### src/source/clkctl_pkg.sv
//####################
// clock control package
// widths, register map and the structs shared by
// the register block and the divider channels
//####################
package clkctl_pkg;

   //####################
   // widths
   //####################
   typedef logic [7:0]  div_count_t;   // counter, period, edge position
   typedef logic [7:0]  wb_addr_t;     // word address
   typedef logic [31:0] wb_data_t;

   // word offsets inside one channel window (4 words per channel)
   localparam logic [1:0] REG_CTRL   = 2'd0;  // [8] enable, [7:0] period
   localparam logic [1:0] REG_PHASE0 = 2'd1;  // [15:8] fall, [7:0] rise
   localparam logic [1:0] REG_PHASE1 = 2'd2;
   localparam logic [1:0] REG_STATUS = 2'd3;  // read only, [0] stable

   //####################
   // structs
   //####################
   typedef struct packed {
      logic       enable;
      div_count_t period;  // 0 is bypass
      div_count_t rise0;
      div_count_t fall0;
      div_count_t rise1;
      div_count_t fall1;
   } div_cfg_t;

   typedef struct packed {
      logic rise0;
      logic fall0;
      logic rise1;
      logic fall1;
      logic stable;
   } div_stat_t;

   typedef struct packed {
      logic     cyc;
      logic     stb;
      logic     we;
      wb_addr_t adr;
      wb_data_t dat;
   } wb_req_t;

   typedef struct packed {
      logic     ack;
      wb_data_t dat;
   } wb_rsp_t;

   // divide by 2, 50% duty, disabled
   localparam div_cfg_t CFG_RST = '{
      enable: 1'b0,
      period: 8'd1,
      rise0:  8'd0,
      fall0:  8'd1,
      rise1:  8'd0,
      fall1:  8'd1
   };

endpackage

### src/source/clk_divider.sv
`timescale 1ns/1ps
//####################
// clock divider channel
// 8-bit period counter, two output clocks with
// programmable edges, match flags, stable detect
//####################
module clk_divider (
   input  logic                  clk,
   input  logic                  nreset,     // async, active low
   input  logic                  clkchange,  // config was just written
   input  clkctl_pkg::div_cfg_t  cfg,
   output logic                  clkout0,
   output logic                  clkout1,
   output clkctl_pkg::div_stat_t stat
);
   import clkctl_pkg::*;

   div_count_t counter;
   logic       period_match;
   logic       tick;          // end of a period, channel running
   logic [2:0] match_cnt;     // periods seen since last change
   logic       stable_q;
   logic       clkout0_q;
   logic       clkout1_q;
   logic       clkout1_neg;   // half cycle late copy of clkout1_q
   logic       bypass;
   logic       div2;

   //####################
   // cycle counter
   //####################
   assign period_match = (counter == cfg.period);
   assign tick         = period_match & cfg.enable;

   always_ff @(posedge clk or negedge nreset) begin
      if (!nreset) begin
         counter <= '0;
      end else if (cfg.enable) begin  // holds while disabled
         if (period_match)
            counter <= '0;
         else
            counter <= counter + 8'd1;  // wraps past 255 if period lowered
      end
   end

   //####################
   // change detect
   //####################
   // count 7 matches, eighth match sets stable
   always_ff @(posedge clk or negedge nreset) begin
      if (!nreset) begin
         match_cnt <= '0;
         stable_q  <= 1'b0;
      end else if (clkchange) begin   // restart on every config write
         match_cnt <= '0;
         stable_q  <= 1'b0;
      end else if (tick) begin
         if (match_cnt == 3'd7)
            stable_q <= 1'b1;
         else
            match_cnt <= match_cnt + 3'd1;
      end
   end

   // edge selectors, plain compares
   assign stat = '{
      rise0:  (counter == cfg.rise0),
      fall0:  (counter == cfg.fall0),
      rise1:  (counter == cfg.rise1),
      fall1:  (counter == cfg.fall1),
      stable: stable_q
   };

   //####################
   // output clocks
   //####################
   always_ff @(posedge clk or negedge nreset) begin
      if (!nreset) begin
         clkout0_q <= 1'b0;
         clkout1_q <= 1'b0;
      end else begin
         if (stat.rise0)
            clkout0_q <= 1'b1;
         else if (stat.fall0)
            clkout0_q <= 1'b0;   // rise wins on equal positions
         if (stat.rise1)
            clkout1_q <= 1'b1;
         else if (stat.fall1)
            clkout1_q <= 1'b0;
      end
   end

   // shifted copy for divide by 2
   always_ff @(negedge clk or negedge nreset) begin
      if (!nreset)
         clkout1_neg <= 1'b0;
      else
         clkout1_neg <= clkout1_q;
   end

   assign bypass = (cfg.period == 8'd0);
   assign div2   = (cfg.period == 8'd1);

   assign clkout0 = bypass ? clk : clkout0_q;
   assign clkout1 = bypass ? clk :
                    div2   ? clkout1_neg :  // quadrature at div 2
                             clkout1_q;

endmodule

### src/source/clk_cfg_regs.sv
`timescale 1ns/1ps
//####################
// clock control registers
// Wishbone classic slave, per-channel config,
// status read-back and clkchange pulses
//####################
module clk_cfg_regs #(
   parameter int NUM_DIV = 2   // channels, 1 to 8
) (
   input  logic                  clk,
   input  logic                  nreset,
   input  clkctl_pkg::wb_req_t   wb_req,
   output clkctl_pkg::wb_rsp_t   wb_rsp,
   output clkctl_pkg::div_cfg_t  cfg [NUM_DIV],
   output logic [NUM_DIV-1:0]    clkchange,
   input  clkctl_pkg::div_stat_t stat [NUM_DIV]
);
   import clkctl_pkg::*;

   logic       req;        // new request this cycle
   logic       wr;
   logic       rd;
   logic [5:0] chan_sel;   // channel window from adr[7:2]
   logic [1:0] reg_sel;    // word inside window
   logic       ack_q;
   wb_data_t   rd_word;
   wb_data_t   rd_q;

   //####################
   // decode
   //####################
   // ~ack_q keeps ack to a single cycle while host drops stb
   assign req      = wb_req.cyc & wb_req.stb & ~ack_q;
   assign wr       = req & wb_req.we;
   assign rd       = req & ~wb_req.we;
   assign chan_sel = wb_req.adr[7:2];
   assign reg_sel  = wb_req.adr[1:0];

   //####################
   // config registers
   //####################
   always_ff @(posedge clk or negedge nreset) begin
      if (!nreset) begin
         ack_q     <= 1'b0;
         clkchange <= '0;
         for (int i = 0; i < NUM_DIV; i++)
            cfg[i] <= CFG_RST;
      end else begin
         ack_q     <= req;
         clkchange <= '0;   // one cycle pulse
         if (wr) begin
            for (int i = 0; i < NUM_DIV; i++) begin
               if (chan_sel == i) begin   // unmapped channels fall through
                  case (reg_sel)
                     REG_CTRL: begin
                        cfg[i].period <= wb_req.dat[7:0];
                        cfg[i].enable <= wb_req.dat[8];
                        clkchange[i]  <= 1'b1;
                     end
                     REG_PHASE0: begin
                        cfg[i].rise0 <= wb_req.dat[7:0];
                        cfg[i].fall0 <= wb_req.dat[15:8];
                        clkchange[i] <= 1'b1;
                     end
                     REG_PHASE1: begin
                        cfg[i].rise1 <= wb_req.dat[7:0];
                        cfg[i].fall1 <= wb_req.dat[15:8];
                        clkchange[i] <= 1'b1;
                     end
                     default: ;   // status is read only
                  endcase
               end
            end
         end
      end
   end

   //####################
   // read mux
   //####################
   always_comb begin
      rd_word = '0;   // unmapped reads return zero
      for (int i = 0; i < NUM_DIV; i++) begin
         if (chan_sel == i) begin
            case (reg_sel)
               REG_CTRL:   rd_word = {23'd0, cfg[i].enable, cfg[i].period};
               REG_PHASE0: rd_word = {16'd0, cfg[i].fall0, cfg[i].rise0};
               REG_PHASE1: rd_word = {16'd0, cfg[i].fall1, cfg[i].rise1};
               default:    rd_word = {31'd0, stat[i].stable};
            endcase
         end
      end
   end

   // read data held for the ack cycle
   always_ff @(posedge clk or negedge nreset) begin
      if (!nreset)
         rd_q <= '0;
      else if (rd)
         rd_q <= rd_word;   // status sampled at the request edge
   end

   assign wb_rsp = '{ack: ack_q, dat: rd_q};

endmodule

### src/source/clkctl_top.sv
`timescale 1ns/1ps
//####################
// clock control top
// register block driving NUM_DIV divider channels
//####################
module clkctl_top #(
   parameter int NUM_DIV = 2   // channels, 1 to 8
) (
   input  logic                  clk,
   input  logic                  nreset,
   input  clkctl_pkg::wb_req_t   wb_req,
   output clkctl_pkg::wb_rsp_t   wb_rsp,
   output logic [NUM_DIV-1:0]    clkout0,
   output logic [NUM_DIV-1:0]    clkout1,
   output clkctl_pkg::div_stat_t stat [NUM_DIV]
);
   import clkctl_pkg::*;

   div_cfg_t           cfg [NUM_DIV];   // per channel config
   logic [NUM_DIV-1:0] clkchange;

   //####################
   // register block
   //####################
   clk_cfg_regs #(
      .NUM_DIV (NUM_DIV)
   ) u_regs (
      .clk       (clk),
      .nreset    (nreset),
      .wb_req    (wb_req),
      .wb_rsp    (wb_rsp),
      .cfg       (cfg),
      .clkchange (clkchange),
      .stat      (stat)        // flags back for status reads
   );

   //####################
   // divider channels
   //####################
   for (genvar i = 0; i < NUM_DIV; i++) begin : g_div
      clk_divider u_div (
         .clk       (clk),
         .nreset    (nreset),
         .clkchange (clkchange[i]),
         .cfg       (cfg[i]),
         .clkout0   (clkout0[i]),
         .clkout1   (clkout1[i]),
         .stat      (stat[i])
      );
   end

endmodule

### config.mk
export PLATFORM = sky130hd
export DESIGN_NAME = clkctl_top
export DESIGN_NICKNAME = d
export VERILOG_FILES = /design/src/source/clkctl_pkg.sv /design/src/source/clk_divider.sv /design/src/source/clk_cfg_regs.sv /design/src/source/clkctl_top.sv
export SDC_FILE = /design/constraint.sdc
export NUM_CORES = 1
export LEC_CHECK = 0
export CAP_MARGIN = 5
export CORE_MARGIN = 4
export CORE_UTILIZATION = 50
export CTS_CLUSTER_DIAMETER = 120
export CTS_CLUSTER_SIZE = 14
export DETAILED_ROUTE_END_ITERATION = 7
export DONT_BUFFER_PORTS = 1
export GPL_TIMING_DRIVEN = 0
export SYNTH_ARGS = -nofsm -noshare
export SYNTH_HDL_FRONTEND = slang
export SYNTH_SLANG_ARGS = --single-unit
### constraint.sdc
create_clock -name clk -period 4.97 [get_ports clk]
set_clock_uncertainty 0.15 [all_clocks]
set_input_delay 1.491 -clock clk [delete_from_list [all_inputs] [get_ports clk]]
set_output_delay 1.491 -clock clk [all_outputs]
set_load 0.005 [all_outputs]
### Word-level counts from Yosys, hierarchy flattened

Index checks and enable logic that the tools add are counted.

* add/sub/neg operators: 4
* equality and inequality tests: 19
* multiplexer cells: 36
* bitwise gates (word level): 8
* reduce and logical (&&, ||, !) cells: 23

Operator list (number)
* 16-bit case mux with 3 select lines: 2
* 8-bit equality test: 10
* 32-bit 2-to-1 mux: 2
* 1-bit 2-to-1 mux: 23
* 3-bit 2-to-1 mux: 6
* 3-bit AND reduction: 6
* 8-bit by 1-bit adder with 8-bit output, second input constant: 2
* 8-bit by 1-bit equality test with 1-bit output, second input constant: 2
* 8-bit zero test: 2
* 8-bit 2-to-1 mux: 2
* 2-bit nonzero test: 8
* 2-bit AND reduction: 4
* 3-bit by 1-bit adder with 3-bit output, second input constant: 2
* 1-bit AND: 6
* 3-bit equality test, second input constant: 2
* 6-bit by 1-bit equality test with 1-bit output, second input constant: 1
* 6-bit zero test: 1
* 2-bit inequality test, second input constant: 2
* 3-bit OR reduction: 1
* 2-bit by 1-bit equality test with 1-bit output, second input constant: 1
* 2-bit equality test, second input constant: 1
* 2-bit zero test: 1
* 2-bit 2-to-1 mux: 1
* 1-bit NOT: 2

* register bits: 147
* logic and storage cells: 117

### Depth between registers and ports, before layout

Gate-level depths: netlist (run 1).

* word-level depth: 5
* depth in mapped cells: 6
* depth with buffers taken out: 5

### Cells and area by module

From an unflattened synthesis (run 1), not the netlist that was laid out.

* cell total of the unflattened synthesis: 621
* area total of the unflattened synthesis: 7357.1 µm²

By module, submodules not included
* clk_cfg_regs: instances 1, cells each 340, area an instance 4575.6 µm²
* clk_divider (g_div[1].u_div): instances 1, cells each 142, area an instance 1418.9 µm²
* clk_divider (g_div[0].u_div): instances 1, cells each 139, area an instance 1362.6 µm²

==> results of run 1 <==
layout make-up:
class                   count  area share [%]
multi-input cells         430           43.79
clock inverters             6          0.3733
well taps                 180           2.800
inverters                   8          0.3733
clock buffers              30           7.326
flip-flops and latches    131           40.85
plain buffers              63           4.495
timing repair:
action                                  4_1_cts  5_1_grt
cloned                                        0        0
endpoints found under the setup margin        2        2
hold buffers                                  0        0
gates resized for setup                       2        0
flip-flops by register name (all words and copies together), names as in the netlist:
| register | flops |
|---|---|
| g_div.u_div.match_cnt | 6 |
| g_div.u_div.clkout1_q | 2 |
| u_regs.clkchange | 2 |
| u_regs.ack_q | 1 |
| g_div.u_div.clkout0_q | 2 |
| u_regs.rd_q | 16 |
| g_div.u_div.clkout1_neg | 2 |
| g_div.u_div.counter | 16 |
| g_div.u_div.stable_q | 2 |
| u_regs.cfg | 82 |
per-stage QoR:
| stage | cells | hold slack (ps) | worst slack [ps] | instance area [um^2] |
|---|---|---|---|---|
| floorplan | 632 | 287.5 | 174.1 | 7199 |
| global placement | 812 | 299.6 | 160.5 | 7425 |
| detailed placement | 812 | 316.2 | 146.5 | 7425 |
| CTS | 848 | 322.5 | -427.8 | 8044 |
| global route | 848 | 343.9 | -449.9 | 8044 |
| finish | 848 | 318.1 | -390.2 | 8044 |
per-layer routing:
layer | global-route usage, % | vias to the layer above
li1 | - | 2245
met1 | 29.10 | 2472
met2 | 38.34 | 141
met3 | 7.107 | 36
met4 | 9.653 | 2
met5 | 0 | -
power by group:
| group | internal [mW] | leakage (nW) | total (mW) | switching (mW) |
|---|---|---|---|---|
| registers | 1.11 | 1.74 | 1.16 | 0.0413 |
| clock network | 0.869 | 0.345 | 1.38 | 0.514 |
| logic | 0.0670 | 1.46 | 0.145 | 0.0779 |
cells by family (layout without fill, tap and decap cells):
group	after synthesis	in the layout	synth area share, %
AOI/OAI and AO/OA	95	95	9.266
xor gates and xnor gates	88	88	10.79
adders and majority gates	6	6	1.051
buffers and inverters	71	107	5.482
DFF	131	131	46.00
muxes	112	112	18.50
other	1	16	0.05250
and+or+nand+nor	113	113	8.863
cell usage in the layout, fill, tap and decap left out, types with 3 or more instances in the layout:
cell / count
a21oi_1: 18
clkbuf_16: 21
dfrtp_1: 123
clkinv_2: 6
dfstp_2: 6
nor2_1: 34
mux2i_1: 24
mux2_4: 18
a22oi_1: 23
nor3_1: 5
buf_6: 4
o21a_1: 7
nor2b_1: 7
xnor2_1: 86
buf_2: 4
o221ai_1: 8
o22ai_1: 5
ha_1: 6
clkbuf_1: 34
buf_4: 24
o2bb2ai_1: 16
buf_1: 3
nand4_1: 22
nand2_1: 20
o21ai_0: 12
clkbuf_8: 3
conb_1: 16
inv_1: 8
mux2_2: 53
nand3_1: 5
mux2_1: 15
worst max path at each step:
stage	slack, ps	cells past startpoint	start	to
floorplan	170	3	g_div[1].u_div.clkout1_neg	clkout1[1]
global placement	160	3	g_div[1].u_div.clkout1_neg	clkout1[1]
detailed placement	150	3	g_div[1].u_div.clkout1_neg	clkout1[1]
CTS	-430	3	g_div[0].u_div.clkout1_neg	clkout1[0]
global route	-450	3	g_div[1].u_div.clkout1_neg	clkout1[1]
finish	-390	3	g_div[0].u_div.clkout1_neg	clkout1[0]
worst max-delay path, stage by stage (launching register included):
cell and delay, ps:
dfrtn_1 380, mux2i_1 60, o21ai_1 130, buf_4 130
==> impl_metrics.py, run 1 <==
metrics = {
    "synthesis": {
        "synth_commonest_cells": "123 x dfrtp_1, 86 x xnor2_1, 53 x mux2_2",
        "yosys.area.top_type_share_pct": 43.09,
        "synth_top_cell_by_area": "dfrtp_1",
        "async_flop_share_pct": 100.0,
        "ys.warnings.count": 0,
        "synthTopCellsByArea": "dfrtp_1 43%, xnor2_1 11%, mux2_2 8.4%, mux2_4 3.8%, mux2i_1 3.4%",
        "seq_area_frac_synth_pct": 46.00,
        "synth_edf_count": 0,
        "synthFlopType": "dfrtp_1",
        "synth.most_common_cell": "dfrtp_1",
        "syn_inst": 617,
        "synth_area_per_cell_um2": 11.58,
        "synthDistinctLibCells": 48,
        "netlist_area_um2": 7143,
        "synth-seq-cells": 131,
    },
    "route": {
        "drc": 0,
        "drtAntennaViolNets": 0,
        "highest-signal-layer": "met5",
        "met3RoutedLength_um": 967,
        "avgRoutedWirePerCell_um": 21.38,
        "wl_met1_um": 7681,
        "vias_per_cell": 5.774,
        "first_iter_violations": 245,
        "firstDrtPassIters": 4,
        "wl_met2_um": 9040,
        "dr_total_vias": 4896,
        "wirelength_um": 18130,
    },
    "global_route": {
        "grt_max_degree": 132,
        "grt_pass1_vias": 5163,
        "track_usage_pct": 23.48,
        "antenna_found_initial": 1,
        "grt_overflow_total": 0,
        "grt_pass1_wl_um": 28680,
    },
    "worst_setup_path": {
        "r2r-start": "g_div[0].u_div.clkout1_q",
        "worst-path-max-fanout": 1,
        "cp.required_ps": 3330,
        "crit_type": "register to output pin",
        "r2r_end": "g_div[0].u_div.clkout1_neg",
        "start_kind": "register",
        "endpoint_kind": "output pin",
        "rrSetupSlack_ps": 1720,
        "worstRegToRegCells": 0,
        "cp.arrival_ps": 3720,
    },
    "floorplan": {
        "core_um2": 13930,
        "initial_core_util_pct": 51.26,
        "die_width_um": 127.5,
        "die-area_um2": 16260,
        "row_count": 43,
        "io_pins": 92,
        "die_h_um": 127.5,
    },
    "worst_hold_path": {
        "holdPathEnd": "u_regs.ack_q",
        "min_delay_path_depth": 1,
        "hp-class": "register to register",
        "worstHoldStart": "u_regs.ack_q",
    },
    "timing": {
        "tightestPinTransition_ps": 663.5,
        "fin_ws_ps": -390.2,
        "setup_viol": 2,
        "drv_slew": 0,
        "finalHoldViolCount": 0,
        "relSlewSlack_pct": 55.77,
        "setup_tns_ps": -765.0,
        "rsz0062_at_grt": "true",
    },
    "placement": {
        "io_buffer_count": 0,
        "gp_congestion": 0.8608,
        "dpl.hpwl_um": 13240,
    },
    "layout": {
        "final_util_pct": 57.73,
        "multi_input_comb_area_um2": 3522,
        "layout.area.seq_um2": 3286,
        "n_antenna_cell": 0,
        "fin_nets": 706,
        "syn2layout_area_growth_pct": 12.61,
        "drive_gt1_share_pct": 23.05,
        "nFillCells": 1158,
    },
    "clocking": {
        "clk_pin_slew_ps": 60,
        "insertion_delay_ps": 530,
        "post_cts.repair.setup_buffers": 0,
        "cts_tree": "built",
    },
    "job": {
        "maxCapViolCount": 0,
    },
    "power": {
        "peakVddDrop_mv": 0.1942,
        "leakage_nw": 3.546,
        "p_total_mw": 2.683,
        "p_per_area_nw_per_um2": 333.5,
    },
    "run_status": {
        "status": "complete, but fails checks",
        "violations": "negative setup slack",
    },
}
(Power assumes the default switching activity.)
==> inputs of run 2 (changes only) <==
--- a/config.mk
+++ b/config.mk
@@ -6,7 +6,7 @@
 export NUM_CORES = 1
 export LEC_CHECK = 0
 export CAP_MARGIN = 5
-export CORE_MARGIN = 4
+export CORE_MARGIN = 2
 export CORE_UTILIZATION = 50
 export CTS_CLUSTER_DIAMETER = 120
 export CTS_CLUSTER_SIZE = 14
==> impl_metrics.py, run 2 (synthesis gave the netlist of run 1 again) <==
metrics = {
    "run_status": {
        "status": "complete, but fails checks",
        "violations": "negative setup slack",
    },
    "floorplan": {
        "die_width_um": 123.5,
        "row_count": 43,
        "io_pins": 92,
        "initial_core_util_pct": 51.26,
        "die_h_um": 123.5,
        "core_um2": 13930,
        "die-area_um2": 15260,
    },
    "route": {
        "drtAntennaViolNets": 0,
        "dr_total_vias": 4886,
        "first_iter_violations": 368,
        "drc": 0,
        "firstDrtPassIters": 4,
        "avgRoutedWirePerCell_um": 21.45,
        "wirelength_um": 18190,
        "vias_per_cell": 5.762,
    },
    "placement": {
        "place_inst": 812,
        "placed_area_um2": 7425,
        "gp_congestion": 0.8378,
        "dp_slack_ps": 159.6,
        "io_buffer_count": 0,
        "dpl.hpwl_um": 12990,
    },
    "worst_setup_path": {
        "r2r-start": "g_div[0].u_div.clkout1_q",
        "crit_type": "register to output pin",
        "cp-startpoint": "g_div[1].u_div.clkout1_neg",
        "cp-endpoint": "clkout1[1]",
        "cpPeakStageDelay_ps": 380,
        "worstRegToRegCells": 0,
        "worstPathCellList": "mux2i_1, o21ai_1, buf_4",
        "crit_slowest_cell": "dfrtn_1",
        "cp.required_ps": 3330,
        "start_kind": "register",
        "endpoint_kind": "output pin",
        "rrSetupSlack_ps": 1760,
        "worst-path-max-fanout": 1,
        "cp.arrival_ps": 3710,
        "r2r_end": "g_div[0].u_div.clkout1_neg",
    },
    "clocking": {
        "cts_tree": "built",
        "insertion_delay_ps": 530,
        "post_cts.repair.setup_buffers": 0,
        "cts_resized": 2,
        "cts_hold_buf": 0,
        "clk_pin_slew_ps": 50,
    },
    "timing": {
        "setup_viol": 2,
        "hold_slack_ps": 332.0,
        "finalHoldViolCount": 0,
        "rsz0062_at_grt": "true",
        "setup_tns_ps": -741.1,
        "tightestPinTransition_ps": 684.6,
        "drv_slew": 0,
        "fin_ws_ps": -378.4,
        "relSlewSlack_pct": 54.36,
    },
    "layout": {
        "nFillCells": 1189,
        "layout.area.seq_um2": 3286,
        "finalNonFillerCells": 848,
        "n_antenna_cell": 0,
        "fin_nets": 706,
        "drive_gt1_share_pct": 23.05,
        "final_cell_mix": "123 x dfrtp_1, 86 x xnor2_1, 53 x mux2_2, 34 x clkbuf_1, 34 x nor2_1",
        "syn2layout_area_growth_pct": 13.08,
        "largestRegisters": "u_regs.cfg (82), g_div.u_div.counter (16), u_regs.rd_q (16)",
        "final_common_cell": "dfrtp_1",
        "regMostFlops": "u_regs.cfg",
        "largest_register_ffs": 82,
        "multi_input_comb_area_um2": 3522,
        "final_area_um2": 8078,
        "final_util_pct": 57.97,
    },
    "power": {
        "peakVddDrop_mv": 0.2193,
        "p_total_mw": 2.739,
        "leakage_nw": 3.559,
        "p_per_area_nw_per_um2": 339.1,
    },
    "job": {
        "maxCapViolCount": 0,
    },
    "global_route": {
        "grt_pass1_vias": 5164,
        "track_usage_pct": 25.71,
        "grt_pass1_wl_um": 28350,
        "grt_overflow_total": 0,
        "grt_max_degree": 132,
        "antenna_found_initial": 0,
    },
    "worst_hold_path": {
        "hp-class": "register to register",
    },
}
## run 2: cell types whose count changed in the layout (fill, tap and decap cells not counted), sizes merged
cell,delta
bufinv,+1
clkbuf,+1
clkinv,-2
## run 2: worst min-delay path by stage
stage                       startpoint      endpoint  slack, ps  depth (start not counted)
final                     u_regs.ack_q  u_regs.ack_q        330                          1
after global routing      u_regs.ack_q  u_regs.ack_q        340                          1
after CTS                 u_regs.ack_q  u_regs.ack_q        330                          1
after detailed placement  u_regs.ack_q  u_regs.ack_q        320                          1
after global placement    u_regs.ack_q  u_regs.ack_q        310                          1
after floorplan           u_regs.ack_q  u_regs.ack_q        290                          1
## run 2: final cells by class
class | count | share of cell area (%)
multi-input combinational | 430 | 43.60
sequential | 131 | 40.68
clock buffer | 31 | 7.466
buffer | 63 | 4.476
tap | 180 | 2.788
clock inverter | 5 | 0.6196
inverter | 8 | 0.3717
## run 2: critical path, delay by kind of cell, from the launching register on
family	cells	cell delay [ps]
DFF	1	380
AOI/OAI and AO/OA	1	130
muxes	1	60
buffers and inverters	1	130
## run 2: routing by layer
layer	up-vias	wire length (um)	GRT usage [%]
li1	2241	-	-
met5	-	0	0
met2	153	8412	39.56
met1	2457	8034	33.27
met3	35	1281	7.980
met4	0	458	11.72
## run 2: power by group
group	switching [mW]	internal, mW	total (mW)
clock	0.503	0.935	1.44
sequential	0.0395	1.11	1.15
combinational	0.0799	0.0672	0.147
==> inputs of run 3 (changes only) <==
--- a/config.mk
+++ b/config.mk
@@ -6,6 +6,7 @@
 export NUM_CORES = 1
 export LEC_CHECK = 0
 export CAP_MARGIN = 5
+export CORE_ASPECT_RATIO = 0.6
 export CORE_MARGIN = 2
 export CORE_UTILIZATION = 50
 export CTS_CLUSTER_DIAMETER = 120
@@ -13,6 +14,7 @@
 export DETAILED_ROUTE_END_ITERATION = 7
 export DONT_BUFFER_PORTS = 1
 export GPL_TIMING_DRIVEN = 0
+export PLACE_DENSITY_LB_ADDON = 0.15
 export SYNTH_ARGS = -nofsm -noshare
 export SYNTH_HDL_FRONTEND = slang
 export SYNTH_SLANG_ARGS = --single-unit
==> impl_metrics.py, run 3 (synthesis gave the netlist of run 1 again) <==
metrics = {
    "run_status": {
        "status": "complete, but fails checks",
        "violations": "negative setup slack",
    },
    "placement": {
        "io_buffer_count": 0,
        "dpl.hpwl_um": 13480,
        "gp_congestion": 0.8476,
    },
    "power": {
        "p_total_mw": 2.945,
        "switching_share_pct": 22.95,
        "leakage_nw": 3.595,
        "power.clock.fraction_pct": 55.7,
        "switching_power_mw": 0.6758,
        "power_frac_seq_pct": 39.2,
        "intPower_mw": 2.269,
        "p_per_area_nw_per_um2": 360.0,
        "peakVddDrop_mv": 0.2424,
        "pwr-share-comb_pct": 5.1,
    },
    "floorplan": {
        "row_count": 33,
        "die_width_um": 158.3,
        "die_h_um": 96.59,
        "core_um2": 13790,
        "io_pins": 92,
        "initial_core_util_pct": 51.80,
        "die-area_um2": 15290,
    },
    "layout": {
        "fin_nets": 706,
        "layout.area.seq_um2": 3286,
        "nFillCells": 1155,
        "final_util_pct": 59.32,
        "n_antenna_cell": 0,
        "syn2layout_area_growth_pct": 14.52,
        "final_common_cell": "dfrtp_1",
        "drive_gt1_share_pct": 23.65,
        "regMostFlops": "u_regs.cfg",
        "largest_register_ffs": 82,
        "multi_input_comb_area_um2": 3522,
        "final_cell_mix": "123 x dfrtp_1, 86 x xnor2_1, 53 x mux2_2, 34 x nor2_1, 30 x clkbuf_1",
        "largestRegisters": "u_regs.cfg (82), g_div.u_div.counter (16), u_regs.rd_q (16)",
    },
    "route": {
        "drc": 0,
        "firstDrtPassIters": 6,
        "vias_per_cell": 5.785,
        "avgRoutedWirePerCell_um": 21.85,
        "dr_total_vias": 4975,
        "drtAntennaViolNets": 0,
        "first_iter_violations": 413,
        "wirelength_um": 18800,
    },
    "timing": {
        "drv_slew": 0,
        "setup_tns_ps": -766.1,
        "setup_viol": 2,
        "rsz0062_at_grt": "true",
        "tightestPinTransition_ps": 723.6,
        "finalHoldViolCount": 0,
        "fin_ws_ps": -398.2,
        "relSlewSlack_pct": 51.76,
    },
    "worst_setup_path": {
        "crit_type": "register to output pin",
        "cp-startpoint": "g_div[0].u_div.clkout1_neg",
        "r2r-start": "g_div[0].u_div.clkout1_q",
        "worst-path-max-fanout": 1,
        "cp.arrival_ps": 3730,
        "cp.required_ps": 3330,
        "endpoint_kind": "output pin",
        "start_kind": "register",
    },
    "clocking": {
        "clk_pin_slew_ps": 60,
        "insertion_delay_ps": 530,
        "cts_hold_buf": 0,
        "cts_tree": "built",
    },
    "global_route": {
        "track_usage_pct": 26.34,
        "grt_pass1_wl_um": 29030,
        "grt_pass1_vias": 4942,
        "antenna_found_initial": 0,
        "grt_overflow_total": 0,
        "grt_max_degree": 132,
    },
    "job": {
        "maxCapViolCount": 0,
    },
    "worst_hold_path": {
        "hp-class": "register to register",
        "worstHoldStart": "u_regs.ack_q",
    },
}
## run 3: worst paths after layout
path	end	slack [ps]	depth (start not counted)
worst max-delay path	clkout1[0]	-400	3
worst min-delay path	u_regs.ack_q	330	1
worst max register to register	g_div[0].u_div.clkout1_neg	1750	0
worst min register to register	u_regs.ack_q	330	1
max in group asynchronous	g_div[1].u_div.clkout1_neg	1560	0
min in group asynchronous	g_div[0].u_div.match_cnt[1]	500	0
## run 3: timing repair
action / CTS / global route
gates resized for setup: 2 / 0
setup buffers: 0 / 0
endpoints found under the setup margin: 2 / 2
## run 3: layer usage
metal | GRT usage, % | share of wire [%]
met1 | 38.30 | 48
met5 | 0 | 0
met3 | 7.895 | 7.7
met2 | 37.75 | 43
met4 | 8.108 | 1.2
## run 3: critical path: stages (launching register included)
cell,delay [ps]
dfrtn_1,380
mux2i_1,70
o21ai_1,140
buf_4,130
## run 3: power groups by stage
stage	logic, mW	registers (mW)	clock network [mW]
after global routing	0.166	1.16	1.72
after global placement	0.142	1.17	0.0816
after CTS	0.149	1.15	1.66
after floorplan	0.116	1.16	0.0816
after detailed placement	0.146	1.17	0.0816
final	0.150	1.15	1.64
## run 3: final cells by class
class / instances / area share [%]
multi-input combinational: 430 / 43.06
inverter: 8 / 0.3671
buffer: 63 / 4.420
clock buffer: 23 / 6.516
tap: 192 / 2.937
sequential: 131 / 40.17
clock inverter: 13 / 2.539
## run 3: per-stage QoR
stage	cell area [um^2]	instances	worst slack, ps	hold WS, ps
after global placement	7440	824	170.3	299.2
after floorplan	7199	632	174.1	287.5
after global routing	8180	860	-427.5	344.2
final	8180	860	-398.2	328.7
after CTS	8180	860	-400.9	321.9
after detailed placement	7440	824	161.2	314.3
